`src/include/rps_defs.svh`:
```
// move codes, strategy codes, field widths and the blank display pattern
`ifndef RPS_DEFS_SVH
`define RPS_DEFS_SVH

// move encoding, code 3 is never produced
`define RPS_ROCK 2'd0
`define RPS_SCISSOR 2'd1
`define RPS_PAPER 2'd2

// computer strategy select, codes 2 and 3 fall back to cyclic
`define RPS_STRAT_CYCLIC 2'd0
`define RPS_STRAT_MARKOV 2'd1

// field widths
`define RPS_MOVE_W 2
`define RPS_STRAT_W 2
`define RPS_SCORE_W 8
`define RPS_COUNT_W 8
`define RPS_SEG_W 7

// segments are active low
`define RPS_SEG_BLANK 7'h7f

`endif

```
`src/design/rps_pkg.sv`:
```
// shared vector types and the predictor state enum
`include "rps_defs.svh"

package rps_pkg;

	typedef logic [`RPS_MOVE_W-1:0] move_t; // rock, scissor or paper
	typedef logic [`RPS_STRAT_W-1:0] strategy_t; // computer strategy select
	typedef logic [`RPS_SCORE_W-1:0] score_t; // wraps at 256
	typedef logic [`RPS_COUNT_W-1:0] count_t; // saturates at all ones
	typedef logic [`RPS_SEG_W-1:0] seg_t; // gfedcba, active low

	// learning sequence of the Markov predictor
	typedef enum logic [1:0] {
		idle,
		update,
		scan_scissor,
		scan_paper
	} predict_state_t;

endpackage

```
`src/design/predict_if.sv`:
```
// learning handshake and prediction link between opponent and predictor
interface predict_if import rps_pkg::*; ();

	logic learn_valid; // one accepted round to learn from
	logic learn_ready; // predictor idle, prediction stable
	move_t learn_move; // player move of that round
	move_t prediction; // move that beats the predicted player move

	modport opponent (
		output learn_valid,
		output learn_move,
		input learn_ready,
		input prediction
	);

	modport predictor (
		input learn_valid,
		input learn_move,
		output learn_ready,
		output prediction
	);

endinterface

```
`src/design/markov_predictor.sv`:
```
// Markov predictor with transition counts, learning update and row scan
`include "rps_defs.svh"

module markov_predictor import rps_pkg::*; (
	input logic clock,
	input logic reset,
	predict_if.predictor link
);

	predict_state_t state;
	count_t counts [0:2][0:2]; // [previous move][next move]
	logic ready;
	logic first; // no previous move yet
	move_t prev;
	move_t learned; // move taken at the handshake
	move_t best_move; // leader after the scissor compare
	count_t best_count;
	move_t prediction;
	logic paper_wins;
	move_t predicted;

	// the move that beats m
	function automatic move_t counter_move(input move_t m);
		case (m)
			`RPS_ROCK: return `RPS_PAPER;
			`RPS_SCISSOR: return `RPS_ROCK;
			default: return `RPS_SCISSOR;
		endcase
	endfunction

	// strictly greater only, so ties stay with the lower code
	assign paper_wins = counts[prev][`RPS_PAPER] > best_count;
	assign predicted = paper_wins ? `RPS_PAPER : best_move;

	always_ff @(posedge clock or negedge reset) begin
		if (!reset) begin
			state <= idle;
			counts <= '{default: '0};
			ready <= 1'b1;
			first <= 1'b1;
			prev <= `RPS_ROCK;
			learned <= `RPS_ROCK;
			best_move <= `RPS_ROCK;
			best_count <= '0;
			prediction <= `RPS_PAPER; // empty table predicts rock
		end else begin
			case (state)
				idle: begin
					if (link.learn_valid && ready) begin
						learned <= link.learn_move;
						ready <= 1'b0;
						state <= update;
					end else begin
						ready <= 1'b1; // one idle cycle before ready again
					end
				end
				update: begin
					if (!first && counts[prev][learned] != '1)
						counts[prev][learned] <= counts[prev][learned] + 1'b1;
					prev <= learned;
					first <= 1'b0;
					state <= scan_scissor;
				end
				scan_scissor: begin
					if (counts[prev][`RPS_SCISSOR] > counts[prev][`RPS_ROCK]) begin
						best_move <= `RPS_SCISSOR;
						best_count <= counts[prev][`RPS_SCISSOR];
					end else begin
						best_move <= `RPS_ROCK;
						best_count <= counts[prev][`RPS_ROCK];
					end
					state <= scan_paper;
				end
				scan_paper: begin
					prediction <= counter_move(predicted);
					state <= idle;
				end
				default: state <= idle;
			endcase
		end
	end

	assign link.learn_ready = ready;
	assign link.prediction = prediction;

	// opponent must gate its valid with our ready
	a_learn_handshake: assert property (@(posedge clock) disable iff (!reset)
		link.learn_valid |-> link.learn_ready);

	a_prediction_code: assert property (@(posedge clock) disable iff (!reset)
		link.prediction != 2'd3);

endmodule

```
`src/design/opponent.sv`:
```
// player move acceptance, cyclic player and computer move selection
`include "rps_defs.svh"

module opponent import rps_pkg::*; (
	input logic clock,
	input logic reset,
	input move_t move,
	input logic move_valid,
	input strategy_t strategy,
	output logic move_ready,
	output logic round_valid,
	output move_t round_user,
	output move_t round_com,
	predict_if.opponent link
);

	move_t cyclic; // free-running rock, scissor, paper
	move_t com_choice;
	logic accept;

	assign move_ready = link.learn_ready; // every round teaches the predictor
	assign accept = move_valid && link.learn_ready;
	assign link.learn_valid = accept;
	assign link.learn_move = move;

	always_ff @(posedge clock or negedge reset) begin
		if (!reset)
			cyclic <= `RPS_ROCK;
		else if (cyclic == `RPS_PAPER)
			cyclic <= `RPS_ROCK;
		else
			cyclic <= cyclic + 1'b1;
	end

	always_comb begin
		case (strategy)
			`RPS_STRAT_CYCLIC: com_choice = cyclic;
			`RPS_STRAT_MARKOV: com_choice = link.prediction;
			default: com_choice = cyclic; // old reinforcement code and spare
		endcase
	end

	always_ff @(posedge clock or negedge reset) begin
		if (!reset) begin
			round_valid <= 1'b0;
			round_user <= `RPS_ROCK;
			round_com <= `RPS_ROCK;
		end else begin
			round_valid <= accept; // one cycle pulse
			if (accept) begin
				round_user <= move;
				round_com <= com_choice;
			end
		end
	end

endmodule

```
`src/design/round_referee.sv`:
```
// round judging, score keeping and result flags
`include "rps_defs.svh"

module round_referee import rps_pkg::*; (
	input logic clock,
	input logic reset,
	input logic round_valid,
	input move_t round_user,
	input move_t round_com,
	output logic result_valid,
	output logic user_win,
	output logic com_win,
	output logic draw,
	output move_t com_move,
	output score_t user_score,
	output score_t com_score
);

	logic same;
	logic user_beats;
	logic com_beats;

	assign same = round_user == round_com;

	// paper beats rock, rock beats scissor, scissor beats paper
	assign user_beats = (round_user == `RPS_PAPER && round_com == `RPS_ROCK) ||
		(round_user == `RPS_ROCK && round_com == `RPS_SCISSOR) ||
		(round_user == `RPS_SCISSOR && round_com == `RPS_PAPER);

	// same rule from the computer side
	assign com_beats = (round_com == `RPS_PAPER && round_user == `RPS_ROCK) ||
		(round_com == `RPS_ROCK && round_user == `RPS_SCISSOR) ||
		(round_com == `RPS_SCISSOR && round_user == `RPS_PAPER);

	always_ff @(posedge clock or negedge reset) begin
		if (!reset) begin
			result_valid <= 1'b0;
			user_win <= 1'b0;
			com_win <= 1'b0;
			draw <= 1'b0;
			com_move <= `RPS_ROCK;
			user_score <= '0;
			com_score <= '0;
		end else begin
			result_valid <= round_valid;
			if (round_valid) begin // flags hold until next round
				com_move <= round_com;
				draw <= same;
				user_win <= user_beats;
				com_win <= com_beats;
				if (user_beats)
					user_score <= user_score + 1'b1; // wraps
				if (com_beats)
					com_score <= com_score + 1'b1;
			end
		end
	end

	a_one_outcome: assert property (@(posedge clock) disable iff (!reset)
		$onehot0({user_win, com_win, draw}));

endmodule

```
`src/design/score_display.sv`:
```
// seven-segment encoding of both scores and the latest moves
`include "rps_defs.svh"

module score_display import rps_pkg::*; (
	input move_t user_move,
	input move_t com_move,
	input score_t user_score,
	input score_t com_score,
	output seg_t hex0,
	output seg_t hex1,
	output seg_t hex2,
	output seg_t hex3,
	output seg_t hex4,
	output seg_t hex5
);

	// hex digit to active low segments
	function automatic seg_t hex_seg(input logic [3:0] digit);
		case (digit)
			4'h0: return 7'b100_0000;
			4'h1: return 7'b111_1001;
			4'h2: return 7'b010_0100;
			4'h3: return 7'b011_0000;
			4'h4: return 7'b001_1001;
			4'h5: return 7'b001_0010;
			4'h6: return 7'b000_0010;
			4'h7: return 7'b111_1000;
			4'h8: return 7'b000_0000;
			4'h9: return 7'b001_1000;
			4'ha: return 7'b000_1000;
			4'hb: return 7'b000_0011;
			4'hc: return 7'b100_0110;
			4'hd: return 7'b010_0001;
			4'he: return 7'b000_0110;
			4'hf: return 7'b000_1110;
			default: return `RPS_SEG_BLANK;
		endcase
	endfunction

	assign hex0 = hex_seg(user_score[3:0]);
	assign hex1 = hex_seg(user_score[7:4]);
	assign hex2 = hex_seg({2'b00, user_move}); // move code as a digit
	assign hex3 = hex_seg({2'b00, com_move});
	assign hex4 = hex_seg(com_score[3:0]);
	assign hex5 = hex_seg(com_score[7:4]);

endmodule

```
`src/design/rps_game.sv`:
```
// top level with opponent, predictor, referee and display
module rps_game import rps_pkg::*; (
	input logic clock,
	input logic reset,
	input move_t move,
	input logic move_valid,
	output logic move_ready,
	input strategy_t strategy,
	output logic result_valid,
	output logic user_win,
	output logic com_win,
	output logic draw,
	output move_t com_move,
	output score_t user_score,
	output score_t com_score,
	output seg_t hex0,
	output seg_t hex1,
	output seg_t hex2,
	output seg_t hex3,
	output seg_t hex4,
	output seg_t hex5
);

	logic round_valid;
	move_t round_user; // last accepted player move
	move_t round_com;

	predict_if link ();

	opponent u_opponent (
		.clock(clock),
		.reset(reset),
		.move(move),
		.move_valid(move_valid),
		.strategy(strategy),
		.move_ready(move_ready),
		.round_valid(round_valid),
		.round_user(round_user),
		.round_com(round_com),
		.link(link.opponent)
	);

	markov_predictor u_predictor (
		.clock(clock),
		.reset(reset),
		.link(link.predictor)
	);

	round_referee u_referee (
		.clock(clock),
		.reset(reset),
		.round_valid(round_valid),
		.round_user(round_user),
		.round_com(round_com),
		.result_valid(result_valid),
		.user_win(user_win),
		.com_win(com_win),
		.draw(draw),
		.com_move(com_move),
		.user_score(user_score),
		.com_score(com_score)
	);

	score_display u_display (
		.user_move(round_user),
		.com_move(com_move),
		.user_score(user_score),
		.com_score(com_score),
		.hex0(hex0),
		.hex1(hex1),
		.hex2(hex2),
		.hex3(hex3),
		.hex4(hex4),
		.hex5(hex5)
	);

endmodule

```
`config.mk`:
```
export PLATFORM = sky130hd
export DESIGN_NAME = rps_game
export DESIGN_NICKNAME = d
export VERILOG_FILES = /design/src/design/rps_pkg.sv /design/src/design/predict_if.sv /design/src/design/markov_predictor.sv /design/src/design/opponent.sv /design/src/design/round_referee.sv /design/src/design/score_display.sv /design/src/design/rps_game.sv
export VERILOG_INCLUDE_DIRS = /design/src /design/src/include
export SDC_FILE = /design/constraint.sdc
export NUM_CORES = 1
export LEC_CHECK = 0
export BUFFER_PORTS_ARGS = -buffer_cell sky130_fd_sc_hd__buf_2
export CELL_PAD_IN_SITES_DETAIL_PLACEMENT = 1
export CELL_PAD_IN_SITES_GLOBAL_PLACEMENT = 1
export CORE_ASPECT_RATIO = 0.9
export CORE_MARGIN = 10
export CORE_UTILIZATION = 48
export DETAILED_ROUTE_END_ITERATION = 8
export GPL_ROUTABILITY_DRIVEN = 0
export PLACE_DENSITY = 0.86
export SYNTH_ARGS = -nofsm -noshare
export SYNTH_HDL_FRONTEND = slang
export SYNTH_HIERARCHICAL = 1
export SYNTH_SLANG_ARGS = --single-unit
export TNS_END_PERCENT = 20
```
`constraint.sdc`:
```
create_clock -name clock -period 5.05 [get_ports clock]
set_clock_uncertainty 0.15 [all_clocks]
set_input_delay 0 -clock clock [delete_from_list [all_inputs] [get_ports clock]]
set_output_delay 0 -clock clock [all_outputs]
set_load 0.05 [all_outputs]
```
# [After elaboration in Yosys (flattened, before gate mapping)]
# Memory sizes are Yosys's and may differ from the RTL's.
# Index checks and enable logic that the tools add are counted.
[op_classes] add_sub_neg=4 n_mul=0 div=0 magnitude_cmp=6 eq_ne=17 n_shift=0 mux=22 bitwise=2 reduce_logical=25
[op_table] operator="72-bit bitwise mux" count=1
[op_table] operator="24-bit two-way mux" count=3
[op_table] operator="7-bit case mux with 4 select lines" count=2
[op_table] operator="24-bit binary-select mux with 2-bit select" count=1
[op_table] operator="24-bit demux with 2-bit select" count=1
[op_table] operator="8-bit two-way mux" count=4
[op_table] operator="8-bit by 1-bit adder with 8-bit output, second input constant" count=3
[op_table] operator="8-bit binary-select mux with 2-bit select" count=1
[op_table] operator="8-bit demux with 2-bit select" count=1
[op_table] operator="2-bit equality test, second input constant" count=8
[op_table] operator="8-bit greater-than comparator" count=2
[op_table] operator="2-bit by 1-bit equality test with 1-bit output, second input constant" count=6
[op_table] operator="1-bit logical AND" count=11
[op_table] operator="2-bit logical NOT" count=5
[op_table] operator="2-bit two-way mux" count=4
[op_table] operator="8-bit != test, second input constant" count=1
[op_table] operator="2-bit case mux with 4 select lines" count=1
[op_table] operator="2-bit AND reduction" count=4
[op_table] operator="3-bit greater-or-equal comparator, second input constant" count=2
[op_table] operator="3-bit by 1-bit less-than comparator with 1-bit output, second input constant" count=2
[op_table] operator="2-bit inverter with 3-bit output" count=2
[op_table] operator="1-bit logical OR" count=4
[op_table] operator="2-bit case mux with 2 select lines" count=1
[op_table] operator="2-bit by 1-bit adder with 2-bit output, second input constant" count=1
[op_table] operator="4 further kinds" count=5
[word_totals] register_bits=121 latchBits=0 ram_bits=0 mem_bits_ro=448 inputBits=7 output_inout_bits=65 wordCells=108 n_memories=4
[mem_list] memory="(no name shown)" words=16 word_bits=7 read_ports=1 rd_ports_with_merged_regs=0 wr=0 line="score_display.sv:19" source="case (digit)"
[mem_list] memory="(no name shown)" words=16 word_bits=7 read_ports=1 rd_ports_with_merged_regs=0 wr=0 line="score_display.sv:19"
[mem_list] memory="(no name shown)" words=16 word_bits=7 read_ports=1 rd_ports_with_merged_regs=0 wr=0 line="score_display.sv:19"
[mem_list] memory="(no name shown)" words=16 word_bits=7 read_ports=1 rd_ports_with_merged_regs=0 wr=0 line="score_display.sv:19"

# [Longest topological paths before layout]
# Gate-level depths: netlist of the first run.
[depth] depth_word=10 ltp_mapped=15 mapped_depth_nobuf=11

# [Cells and area by module]
# Netlist of the first run, hierarchy kept.
[by_module_without_submodules] module="markov_predictor" n_inst=1 cells_each=407 area_each_um2=5036.1 seq_area_each_um2=2280.9
[by_module_without_submodules] module="score_display" n_inst=1 cells_each=157 area_each_um2=1072.3 seq_area_each_um2=0.0
[by_module_without_submodules] module="round_referee" n_inst=1 cells_each=85 area_each_um2=1067.3 seq_area_each_um2=550.5
[by_module_without_submodules] module="opponent" n_inst=1 cells_each=23 area_each_um2=299.0 seq_area_each_um2=175.2

# [Worst setup path after synthesis of the first run]
# Ideal clock, no wire load.
[synth_path] path_type="reg2reg" from="reg u_predictor.prev[0]" to="reg u_predictor/counts[19] (netlist bit)" setup_time_ps=128 t_arrival_ps=3188 required_ps=4772 slack_ps=1584 stages_incl_launch_ff=14 n_path_buf=5 period_less_slack_ps=3466 cell_sequence="dfrtp_1 buf_6 buf_4 buf_4 nand2b_1 mux4_2 o22ai_1 ha_1 nand2_1 or4_1 buf_6 and4_4 buf_6 mux2_1"
[synth_via] elab_chain_cells=10 elab_cells_between_ends=17 classes_between="1 x add/sub; 2 x order compare; 1 x eq/ne; 9 x mux; 1 x bitwise; 3 x reduce/logical"
[synth_lines] element="start: declaration" line="markov_predictor.sv:14" source="move_t prev;"
[synth_lines] element="start signal: assignment" line="markov_predictor.sv:41" source="prev <= `RPS_ROCK;"
[synth_lines] element="start signal: assignment" line="markov_predictor.sv:60" source="prev <= learned;"
[synth_lines] element="2-bit inverter with 3-bit output (implied by the code) *" line="markov_predictor.sv:58, markov_predictor.sv:59"
[synth_lines] element="branches (longest 9 deep; another with 8-bit by 1-bit adder with 8-bit output)"
[synth_lines] element="end signal: indexed assignment" line="markov_predictor.sv:59" source="counts[prev][learned] <= counts[prev][learned] + 1'b1;"
[synth_lines] element="end: declaration" line="markov_predictor.sv:11" source="count_t counts [0:2][0:2];"
# Every way passes the cells marked *. The select of a mux whose other input is x is not followed.
# A chain may end at the register's enable or synchronous reset.

# [Worst setup path in the final report of the first run]
[layout_path] from="reg u_predictor.prev[0]" to="reg u_predictor/counts[66] (netlist bit)"
# Same word-level chain as after synthesis.

==> metrics.md, run 1 <==
| Metric | Value |
|---|---|
| Clk_lat worst skew | `between 400 and 500 ps` |
| Sw Ratio | `between 40% and 50%` |
| # diodes | `0` |
| Die Area | `roughly 21000 um2` |
| Row count | `between 40 and 50` |
| HPWL Detailed | `between 10000 and 15000 um` |
| Status | `completed` |
| Share of post-route cells with drive strength above 1 | `29.1%` |
| Clock power frac | `25.2%` |
| Final Max Slew Viols | `0` |
| PostCTS Resize Cnt | `0` |
| Synthesis warning total | `6` |
| Max_slew headroom | `roughly a quarter` |
| Via density | `approximately 5.8` |
| Post-CTS setup buffers | `0` |
| Top-count cell post-synth | `dfrtp_1` |
| Synthesis-stage register bit count | `120` |
| Die W | `between 150 and 200 um` |
| DRT Pass-1 Iters | `5` |
| Routed Antenna Nets | `0` |
| Leak | `between 4 and 5 nW` |
| Detailed-route wire length per cell | `about 22 um` |
| Least-Margin Pin Slew | `1110 ps` |
| Hold/Removal Path Class | `in -> async` |
| RSZ-0062 raised after global routing | `no` |
| Core Area | `15300 um2` |
| Synth cell count leaders | `117 x dfrtp_1, 57 x mux2_2, 48 x mux2i_1` |
| Maxcap violations | `0` |
| Fillers | `1610` |
| Worst endpoint required time | `~5200 ps` |
| Total GRT Usage | `approximately a fifth` |
| Port Buf Inserts | `69` |
| H-tree depth | `4` |
| Pwr per Cell Area | `roughly 640 nW/um2` |
| F_max | `roughly 0.24 GHz` |
| DP Cell Count | `~900` |
| Reg power frac | `between 20% and 30%` |
| Num CTS Buffers | `17` |
| Reg-to-reg slack, setup | `between 900 and 1000 ps` |
| Combinational Power Share | `between 40% and 50%` |
| Remaining DRCs | `0` |
| Root Buffer | `clkbuf_16` |
| VDD IR max | `between 500 and 600 uV` |
| Startpoint types | `flop` |
| Setup-failing EPs final | `0` |
| Initial Util | `48.7%` |
| Synthesis-to-finish area growth | `15.3%` |
| Longest Clk Path Bufs | `2` |
| Antenna violations before repair | `0` |
| Global-route wire length before repair | `between 30000 and 40000 um` |
| Core Util, Final | `56.2%` |
| Top-level I/O count | `between 70 and 80` |
| Tmin final | `a little over 4000 ps` |
| Register area share after synthesis | `40.2%` |
| Setup TNS | `0 ps` |
| Total congestion overflow | `0` |
| Vias in the first global route | `just over 6000` |
| Largest net degree at the start of global routing | `between 70 and 80` |
| WS Path Type | `reg -> reg` |
| Routed vias | `between 5000 and 6000` |
| Hold Vio Cnt, Final | `0` |
| Worst EP arrival | `approximately 4300 ps` |
| Fin crit share | `81.1%` |
| DIE HEIGHT | `around 140 um` |
| Cells after Synth | `672` |
| Fraction of registers with async set/reset | `100%` |
| DRT iter0 DRCs | `335` |
| Yosys top cell area share | `around two fifths` |
| CTS Sinks | `120` |
| Switching power | `between 0.002 and 0.003 W` |
| CP endpoint kind | `flop` |
| CTS clk-pin slew, worst paths | `about 60 ps` |
| Internal power | `roughly 0.0030 W` |
| Crit-path max FO | `37` |
| Netlist cell types | `64` |
| Area leader, netlist | `dfrtp_1` |
| Nets | `790` |
| R2R cell count | `9` |
| Syn_area_per_cell | `about 11 um2` |
| Primary FF master, synth | `dfrtp_1` |
| CTS tree | `done` |
| Number of flops mapped to enable cells by yosys | `0` |
| Largest cells by area after synthesis | `dfrtp_1 39%, mux2_2 8.6%, ha_1 7.9%, mux2i_1 6.4%, mux2_4 3.2%` |
| Mapped Area | `7470 um2` |
| Finished Layout Cells | `951` |
| Final wirelength | `21200 um` |
worst max-delay path: stages, from the launching register on:
cell and delay, ps:
dfrtp_1 390, buf_4 490, mux2i_1 310, mux4_2 530, o22ai_1 250, ha_1 280, nand2_1 90, or4_1 750
nand4_2 350, mux2_2 380
sequential cells by signal, summed over array words and instances (netlist names), 8 cells and up:
name,cells
u_predictor/counts,72
u_predictor/best_count,8
u_referee/com_score,8
u_referee/user_score,8
cells by family (layout without fill, tap and decap cells):
family                   count (synthesis)  count (layout)  share of synthesized area [%]
multiplexers                           146             146                           22.7
flip-flops                             120             120                           40.2
other                                    1               2                         0.0502
buffers and inverters                   80             156                           5.41
AO/OA/AOI/OAI                          101             101                           8.75
AND/OR/NAND/NOR                        154             154                           12.3
XOR/XNOR                                23              23                           2.70
adder cells (fa/ha/maj)                 47              47                           7.87
metrics by stage:
stage	total power (W)	setup slack, ps	hold WS, ps	instance area (um2)
after floorplan	0.00342	1580	-446	7480
after global placement	0.00392	1280	19.9	7880
after detailed placement	0.00406	1100	40.2	7880
after CTS	0.00551	998	124	8620
after global routing	0.00576	796	184	8620
final	0.00549	957	98.3	8620
per-layer routing:
metal / up-vias / track usage, % / routed length (um)
li1: 2503 / - / -
met1: 2853 / 24.2 / 8700
met2: 131 / 34.4 / 10800
met3: 33 / 4.54 / 1160
met4: 0 / 8.27 / 506
met5: - / 0 / 0
path summary, 6_finish.rpt:
path,from,to
min in group clock,move[0],u_predictor/learned[0]
min reg2reg,u_opponent/cyclic[1],u_opponent/cyclic[1]
max in group asynchronous,reset,u_referee/user_score[7]
min,reset,u_opponent/round_com[0]
max reg2reg,u_predictor/prev[0],u_predictor/counts[66]
max,u_predictor/prev[0],u_predictor/counts[66]
layout make-up:
cell class	count	area, um2	share of cell area [%]
Tap cell	202	253	2.93
Inverter	41	154	1.79
Multi-Input combinational cell	473	4070	47.2
Clock buffer	19	453	5.25
Timing Repair Buffer	83	470	5.46
Clock inverter	13	216	2.51
Sequential cell	120	3010	34.9
power by group through the flow:
stage               Clock (W)  Sequential [W]  Combinational (W)
finish                0.00138         0.00145            0.00265
global route          0.00145         0.00149            0.00282
CTS                   0.00140         0.00145            0.00266
detailed placement          0         0.00145            0.00261
global placement            0         0.00142            0.00249
floorplan                   0         0.00149            0.00193
placed cells by master, fill, tap and decap left out, drive strengths merged, types with 16 or more instances in the layout:
cell type  instances
buf               76
nand2b            20
ha                47
a21oi             22
clkbuf            19
mux2              93
dfrtp            117
mux2i             48
o21ai             35
nand3             16
nand2             27
inv               43
nor2              39
repair_timing:
item / 4_1_cts / 5_1_grt
endpoints found under the setup margin: 0 / 0
hold buffers: 7 / 0
endpoints found under the hold margin: 73 / 0
Power figures use the tool's default switching activity.
==> run 2: changes to the inputs <==
--- a/config.mk
+++ b/config.mk
@@ -6,15 +6,16 @@
 export SDC_FILE = /design/constraint.sdc
 export NUM_CORES = 1
 export LEC_CHECK = 0
+export ABC_AREA = 1
 export BUFFER_PORTS_ARGS = -buffer_cell sky130_fd_sc_hd__buf_2
 export CELL_PAD_IN_SITES_DETAIL_PLACEMENT = 1
 export CELL_PAD_IN_SITES_GLOBAL_PLACEMENT = 1
 export CORE_ASPECT_RATIO = 0.9
 export CORE_MARGIN = 10
-export CORE_UTILIZATION = 48
+export CORE_UTILIZATION = 40
 export DETAILED_ROUTE_END_ITERATION = 8
 export GPL_ROUTABILITY_DRIVEN = 0
-export PLACE_DENSITY = 0.86
+export PLACE_DENSITY = 0.82
 export SYNTH_ARGS = -nofsm -noshare
 export SYNTH_HDL_FRONTEND = slang
 export SYNTH_HIERARCHICAL = 1
==> constraint.sdc (replaced) <==
create_clock -name clock -period 3.3 [get_ports clock]
set_clock_uncertainty 0.15 [all_clocks]
set_input_delay 0 -clock clock [delete_from_list [all_inputs] [get_ports clock]]
set_output_delay 0 -clock clock [all_outputs]
set_load 0.05 [all_outputs]
==> run 2 against run 1 <==
Hold slack lost 55 ps. Sequential power grew 50%. Synthesized cell count grew 49%. Area after synthesis shrank 0.64%. Utilization shrank 7.9 points. Cell count grew 42%. Total power grew 52%. Critical path depth grew 7. Global-route usage shrank 0.55 points. Fmax grew 34%. Sequential cell count is the same. Combinational power grew 52%.
==> metrics.md, run 2 <==
| Metric | Value |
|---|---|
| Core Area | `18300 um2 (+19%)` |
| Vias in the first global route | `7493 (+24%)` |
| Synth Area in XOR/XNOR | `0.943% (-1.8 points)` |
| Root Buffer | `clkbuf_16` |
| Hold/Removal Path Class | `in -> async` |
| F_max | `0.327 GHz (+34%)` |
| Multi-input gate area | `3810 um2 (-6.3%)` |
| Slowest cell on the critical path | `dfrtp_1` |
| Cell family with most CP delay | `simple AND/OR/NAND/NOR gates` |
| Total congestion overflow | `0 (unchanged)` |
| Maxcap violations | `0 (unchanged)` |
| Setup TNS | `0 ps (unchanged)` |
| Die W | `164 um (+8.0%)` |
| Die Area | `24400 um2 (+16%)` |
| # diodes | `0 (unchanged)` |
| Setup-failing EPs final | `0 (unchanged)` |
| VDD IR max | `499 uV (-5.7%)` |
| Remaining DRCs | `0 (unchanged)` |
| Global-route wire length before repair | `39000 um (+16%)` |
| Routed Antenna Nets | `0 (unchanged)` |
| Synthesis-to-finish area growth | `19.1%` |
| Antenna violations before repair | `0 (unchanged)` |
| Primary FF master, synth | `dfrtp_1` |
| Post-Synth Simple-Gate Area | `33.5% (+21 points)` |
| Synth cell count leaders | `352 x nand2_1, 147 x nand3_1, 117 x dfrtp_1` |
| Hold Vio Cnt, Final | `0 (unchanged)` |
| Final Max Slew Viols | `0 (unchanged)` |
| Synthesis warning total | `6 (unchanged)` |
| Reg area | `3010 um2 (unchanged)` |
| Initial Util | `40.6% (-8.1 points)` |
| Syn_area_per_cell | `7.40 um2 (-33%)` |
| Netlist cell types | `34 (-47%)` |
| Clk_lat worst skew | `430 ps (about the same)` |
| Port Buf Inserts | `69 (unchanged)` |
| Max reg flops | `72 (unchanged)` |
| Least-Margin Pin Slew | `819 ps (-292 ps)` |
| Num CTS Buffers | `17 (unchanged)` |
| Pre-CTS setup slack | `190 ps (-912 ps)` |
| CTS tree | `done` |
| Synthesis-stage register bit count | `120 (unchanged)` |
| Core Util, Final | `48.4% (-7.9 points)` |
| DRT Pass-1 Iters | `8 (+3)` |
| Adder-cell share of the synthesized area | `7.92% (+0.050 points)` |
| DRT iter0 DRCs | `534 (+59%)` |
| Most frequent cells in the layout | `352 x nand2_1, 145 x nand3_1, 117 x dfrtp_1, 90 x inv_1, 81 x o21ai_0` |
| Nets | `1143 (+45%)` |
| Top-count cell post-synth | `nand2_1` |
| Largest cells by area after synthesis | `dfrtp_1 39%, nand2_1 18%, nand3_1 9.9%, ha_1 7.9%, o21ai_0 5.5%` |
| Share of post-route cells with drive strength above 1 | `14.7% (-14 points)` |
| Top-level I/O count | `72 (unchanged)` |
| Longest Clk Path Bufs | `2 (unchanged)` |
| RSZ-0062 raised after global routing | `yes` |
| CP endpoint kind | `flop` |
| Row count | `47 (+9.3%)` |
| Max_slew headroom | `45.4% (+20 points)` |
| Worst EP arrival | `3190 ps (-1070 ps)` |
| Register area share after synthesis | `40.5% (+0.26 points)` |
| Mapped Area | `7430 um2 (-0.64%)` |
| Number of flops mapped to enable cells by yosys | `0 (unchanged)` |
| Routed vias | `7175 (+30%)` |
| Setup ws final | `243 ps (-714 ps)` |
| WS Path Type | `reg -> reg` |
| Largest Register | `u_predictor/counts` |
| Status | `completed` |
| CTS clk-pin slew, worst paths | `60 ps (about the same)` |
| Pwr per Cell Area | `945 nW/um2 (+48%)` |
| Largest family of logic cells by synthesized area | `simple AND/OR/NAND/NOR gates` |
| Compound-Gate Fraction of Synth Area | `8.51% (-0.25 points)` |
| Yosys top cell area share | `39.4% (+0.25 points)` |
| Via density | `5.33 (-8.2%)` |
| Commonest non-fill, non-tap cell in the layout | `nand2_1` |
| Crit-path max FO | `18 (-51%)` |
| Area leader, netlist | `dfrtp_1` |
| CTS Sinks | `120 (unchanged)` |
| HPWL Detailed | `16500 um (+12%)` |
| Fillers | `2310 (+43%)` |
| Crit-path max cell delay | `580 ps (-170 ps)` |
| Final wirelength | `24200 um (+14%)` |
| Critical path, cell by cell | `nor2_2, buf_4, nand2_1, nand3_1, nand2_1, nand2_1, nor2_1, clkinv_1, ha_1, nand2_1, inv_1, nand3_4, nand3_1, buf_12, nand2_1, o21ai_0` |
| Fraction of registers with async set/reset | `100% (unchanged)` |
| CP dominant cell by count | `nand2_1` |
| Worst endpoint required time | `3440 ps (-1770 ps)` |
| Tmin final | `3060 ps (-1040 ps)` |
| Detailed-route wire length per cell | `18.0 um (-19%)` |
| Leak | `4.54 nW (+11%)` |
| Cells after Synth | `1003 (+49%)` |
| DIE HEIGHT | `149 um (+7.9%)` |
| Total GRT Usage | `19.8% (-0.55 points)` |
| Startpoint types | `flop` |
| Largest net degree at the start of global routing | `63 (-11%)` |
| Buffer and inverter count on the worst path | `4 (+3)` |
| Fin crit share | `92.6% (+12 points)` |
| H-tree depth | `4 (unchanged)` |
| Post-synthesis mux area share | `0.152% (-23 points)` |
==> run 2: repair_timing <==
action,in CTS,in global routing
hold buffers,12,0
gates resized for setup,0,2
setup endpoints to repair,0,16
buffers inserted,0,0
endpoints found under the hold margin,65,0
==> run 2: layer usage <==
layer	part of all wire [%]	global-route usage [%]	vias to the layer above	wire length [um]
li1	-	-	3406	-
met1	44	24.6	3538	10600
met2	48	32.6	195	11600
met3	6.3	5.49	36	1520
met4	2.0	6.21	0	476
met5	0	0	-	0
==> run 2: path summary, 6_finish.rpt <==
path | cells past startpoint | slack (ps) | from | endpoint
worst max-delay path | 16 | 240 | u_predictor/prev[0] | u_predictor/counts[23]
worst min-delay path | 2 | 40 | reset | u_referee/com_score[6]
worst max register to register | 16 | 240 | u_predictor/prev[0] | u_predictor/counts[23]
worst min register to register | 1 | 290 | u_predictor/best_move[0] | u_predictor/link.prediction[1]
max in group asynchronous | 3 | 2120 | reset | u_predictor/first
min in group clock | 3 | 280 | move[0] | u_predictor/learned[0]
==> run 2: where the power goes <==
| part | internal, W | leakage, nW | switching [W] |
|---|---|---|---|
| Combinational | 0.00109 | 2.61 | 0.00293 |
| Clock | 0.00146 | 0.327 | 0.000701 |
| Sequential | 0.00177 | 1.60 | 0.000402 |
| Total | 0.00432 | 4.54 | 0.00404 |
==> run 2: layout make-up <==
class / count / share of cell area, %
well taps: 245 / 3.47
flip-flops and latches: 120 / 34.0
multi-input cells: 747 / 43.1
clock inverters: 11 / 2.48
inverters: 98 / 4.22
repair buffers: 105 / 7.61
clock buffers: 20 / 5.16
==> run 2: through the flow <==
step / instance area [um2] / hold slack, ps / instances / total power, W
2_1_floorplan: 7430 / -446 / 1004 / 0.00494
3_3_place_gp: 8040 / -17.0 / 1303 / 0.00600
3_5_place_dp: 8040 / -17.5 / 1303 / 0.00612
4_1_cts: 8830 / 72.4 / 1346 / 0.00837
5_1_grt: 8840 / 129 / 1346 / 0.00886
6_report: 8840 / 43.6 / 1346 / 0.00835
==> run 2: logic make-up (layout without fill, tap and decap cells) <==
family          count (synthesis)  after routing
buf+inv                       137            234
compound gates                120            120
xor+xnor                        8              8
other cells                     1              2
fa+ha+maj                      47             47
flops                         120            120
simple gates                  569            569
mux                             1              1
==> run 3: changes to the inputs <==
--- a/config.mk
+++ b/config.mk
@@ -16,6 +16,7 @@
 export DETAILED_ROUTE_END_ITERATION = 8
 export GPL_ROUTABILITY_DRIVEN = 0
 export PLACE_DENSITY = 0.82
+export REMOVE_ABC_BUFFERS = 1
 export SYNTH_ARGS = -nofsm -noshare
 export SYNTH_HDL_FRONTEND = slang
 export SYNTH_HIERARCHICAL = 1
==> run 3 against run 2 <==
The run now ends with hold timing left. Sequential power hardly changed. First-iteration DRC count is 18% lower. Die area stayed put. Setup slack better by 100 ps. Hold slack worse by 57 ps. Final area is 1.1% lower. Non-clock buffer count is 3 higher.
==> metrics.md, run 3 (synthesis gave the netlist of run 2 again) <==
| Metric | Value |
|---|---|
| Die Area | `24400 um2 (unchanged)` |
| Clk_lat worst skew | `420 ps (about the same)` |
| Slowest cell on the critical path | `dfrtp_1` |
| Remaining DRCs | `0 (unchanged)` |
| Total congestion overflow | `0 (unchanged)` |
| Reg2reg start | `u_predictor/prev[0]` |
| Post-CTS setup buffers | `0 (unchanged)` |
| Fin area | `8750 um2 (-1.1%)` |
| # diodes | `0 (unchanged)` |
| Largest net degree at the start of global routing | `53 (-16%)` |
| RR Endpoint | `u_predictor/counts[14]` |
| Share of post-route cells with drive strength above 1 | `14.8% (+0.13 points)` |
| Commonest non-fill, non-tap cell in the layout | `nand2_1` |
| CP endpoint kind | `flop` |
| Hold/Removal Path Class | `in -> async` |
| Fillers | `2356 (+2.0%)` |
| Startpoint types | `flop` |
| Violated checks | `hold timing` |
| VDD IR max | `496 uV (-0.52%)` |
| Top-level I/O count | `72 (unchanged)` |
| Worst endpoint required time | `3430 ps (about the same)` |
| WS Path Type | `reg -> reg` |
| Max reg flops | `72 (unchanged)` |
| Pwr Total | `0.00795 W (-4.8%)` |
| Max_slew headroom | `49.7% (+4.3 points)` |
| Final wirelength | `22600 um (-6.7%)` |
| Routed Antenna Nets | `0 (unchanged)` |
| Worst EP arrival | `3080 ps (-110 ps)` |
| H-tree depth | `4 (unchanged)` |
| Port Buf Inserts | `69 (unchanged)` |
| Status | `finished, violations left` |
| Synthesis-to-finish area growth | `17.8%` |
| Tmin final | `2950 ps (-102 ps)` |
| Initial Util | `40.6% (unchanged)` |
| Critical path, cell by cell | `nor2_2, buf_4, nand2_1, nand3_1, nand2_1, nand3_1, ha_1, nand2_1, inv_1, nand3_4, nand3_1, buf_4, o21ai_0` |
| Detailed-route wire length per cell | `16.7 um (-7.0%)` |
| Buffer and inverter count on the worst path | `3 (-1)` |
| R2R cell count | `13 (-3)` |
| Routed vias | `7065 (-1.5%)` |
| CTS Sinks | `120 (unchanged)` |
| Num CTS Buffers | `17 (unchanged)` |
| Row count | `47 (unchanged)` |
| Largest Register | `u_predictor/counts` |
| Crit-path max cell delay | `500 ps (-80 ps)` |
| Longest Clk Path Bufs | `2 (unchanged)` |
| Critical path depth | `13 (-3)` |
| DP Cell Count | `1306 (+0.23%)` |
| DRT Pass-1 Iters | `5 (-3)` |
| Nets | `1146 (+0.26%)` |
| Total GRT Usage | `19.0% (-0.76 points)` |
| Maxcap violations | `0 (unchanged)` |
| Hold Vio Cnt, Final | `5 (+5)` |
| Finished Layout Cells | `1350 (+0.30%)` |
| Most frequent cells in the layout | `352 x nand2_1, 146 x nand3_1, 117 x dfrtp_1, 90 x inv_1, 81 x o21ai_0` |
| Cell family with most CP delay | `simple AND/OR/NAND/NOR gates` |
| HPWL Detailed | `16000 um (-2.7%)` |
| Setup-failing EPs final | `0 (unchanged)` |
| CTS clk-pin slew, worst paths | `60 ps (about the same)` |
| Vias in the first global route | `7370 (-1.6%)` |
| Fin crit share | `89.5% (-3.1 points)` |
| Crit-path max FO | `18 (unchanged)` |
| Antenna violations before repair | `0 (unchanged)` |
| Placed cell area | `8050 um2 (+0.12%)` |
| Reg-to-reg slack, setup | `350 ps (+100 ps)` |
| Leak | `4.49 nW (-1.1%)` |
| RSZ-0062 raised after global routing | `no` |
| Setup TNS | `0 ps (unchanged)` |
| DRT iter0 DRCs | `439 (-18%)` |
| F_max | `0.338 GHz (+3.5%)` |
| Global-route wire length before repair | `37900 um (-2.8%)` |
| DIE HEIGHT | `149 um (unchanged)` |
| Least-Margin Pin Slew | `752 ps (-66.7 ps)` |
| Core Area | `18300 um2 (unchanged)` |
| Final Max Slew Viols | `0 (unchanged)` |
| Die W | `164 um (unchanged)` |
| CTS tree | `done` |
| Root Buffer | `clkbuf_16` |
| Via density | `5.23 (-1.8%)` |
| Min Hold Slack | `-13.7 ps (-57.3 ps)` |
| Pwr per Cell Area | `909 nW/um2 (-3.8%)` |
==> run 3: cell type report <==
| type | count | area (um2) | share of cell area, % |
|---|---|---|---|
| clock inverters | 12 | 128 | 1.46 |
| clock buffers | 20 | 447 | 5.11 |
| flip-flops and latches | 120 | 3010 | 34.4 |
| repair buffers | 108 | 683 | 7.81 |
| well taps | 245 | 307 | 3.50 |
| multi-input cells | 747 | 3800 | 43.5 |
| inverters | 98 | 373 | 4.26 |
==> run 3: worst max path at each step <==
stage | slack, ps | to | from
CTS | 250 | u_predictor/counts[5] | u_predictor/prev[0]
global route | 100 | u_predictor/counts[11] | u_predictor/prev[0]
finish | 350 | u_predictor/counts[14] | u_predictor/prev[0]
detailed placement | 340 | u_predictor/counts[3] | u_predictor/prev[0]
global placement | 440 | u_predictor/counts[3] | u_predictor/prev[0]
floorplan | 220 | u_predictor/counts[11] | u_predictor/prev[1]
==> run 3: where the power goes <==
group / total (W) / switching [W] / internal, W
Clock: 0.00181 / 0.000683 / 0.00113
Combinational: 0.00400 / 0.00291 / 0.00110
Sequential: 0.00214 / 0.000370 / 0.00177
==> run 3: per-layer routing <==
layer	share of wire [%]	vias up	wire (um)	GRT usage (%)
met4	0.85	0	192	4.51
met5	0	-	0	0
met1	46	3472	10300	24.3
met2	48	145	10900	32.3
met3	5.2	20	1170	3.84
li1	-	3428	-	-
==> run 3: through the flow <==
step | setup slack, ps | utilization (%)
after detailed placement | 336 | 44.0
after global routing | 97.2 | 47.8
after global placement | 441 | 44.0
after CTS | 254 | 47.8
final | 345 | 47.8
after floorplan | 217 | -
==> run 3: worst reg2reg max path: cells and delay by family, from the launching register on <==
kind                       cells  cell delay, ps
AOI/OAI and AO/OA              1             130
buffers and inverters          3             670
adders and majority gates      1             210
DFF                            1             500
and+or+nand+nor                8            1160
==> run 3: timing repair <==
| item | 4_1_cts | 5_1_grt |
|---|---|---|
| endpoints found under the setup margin | 0 | 8 |
| endpoints found under the hold margin | 102 | 0 |
| resized for setup | 0 | 1 |
| hold buffers | 12 | 0 |
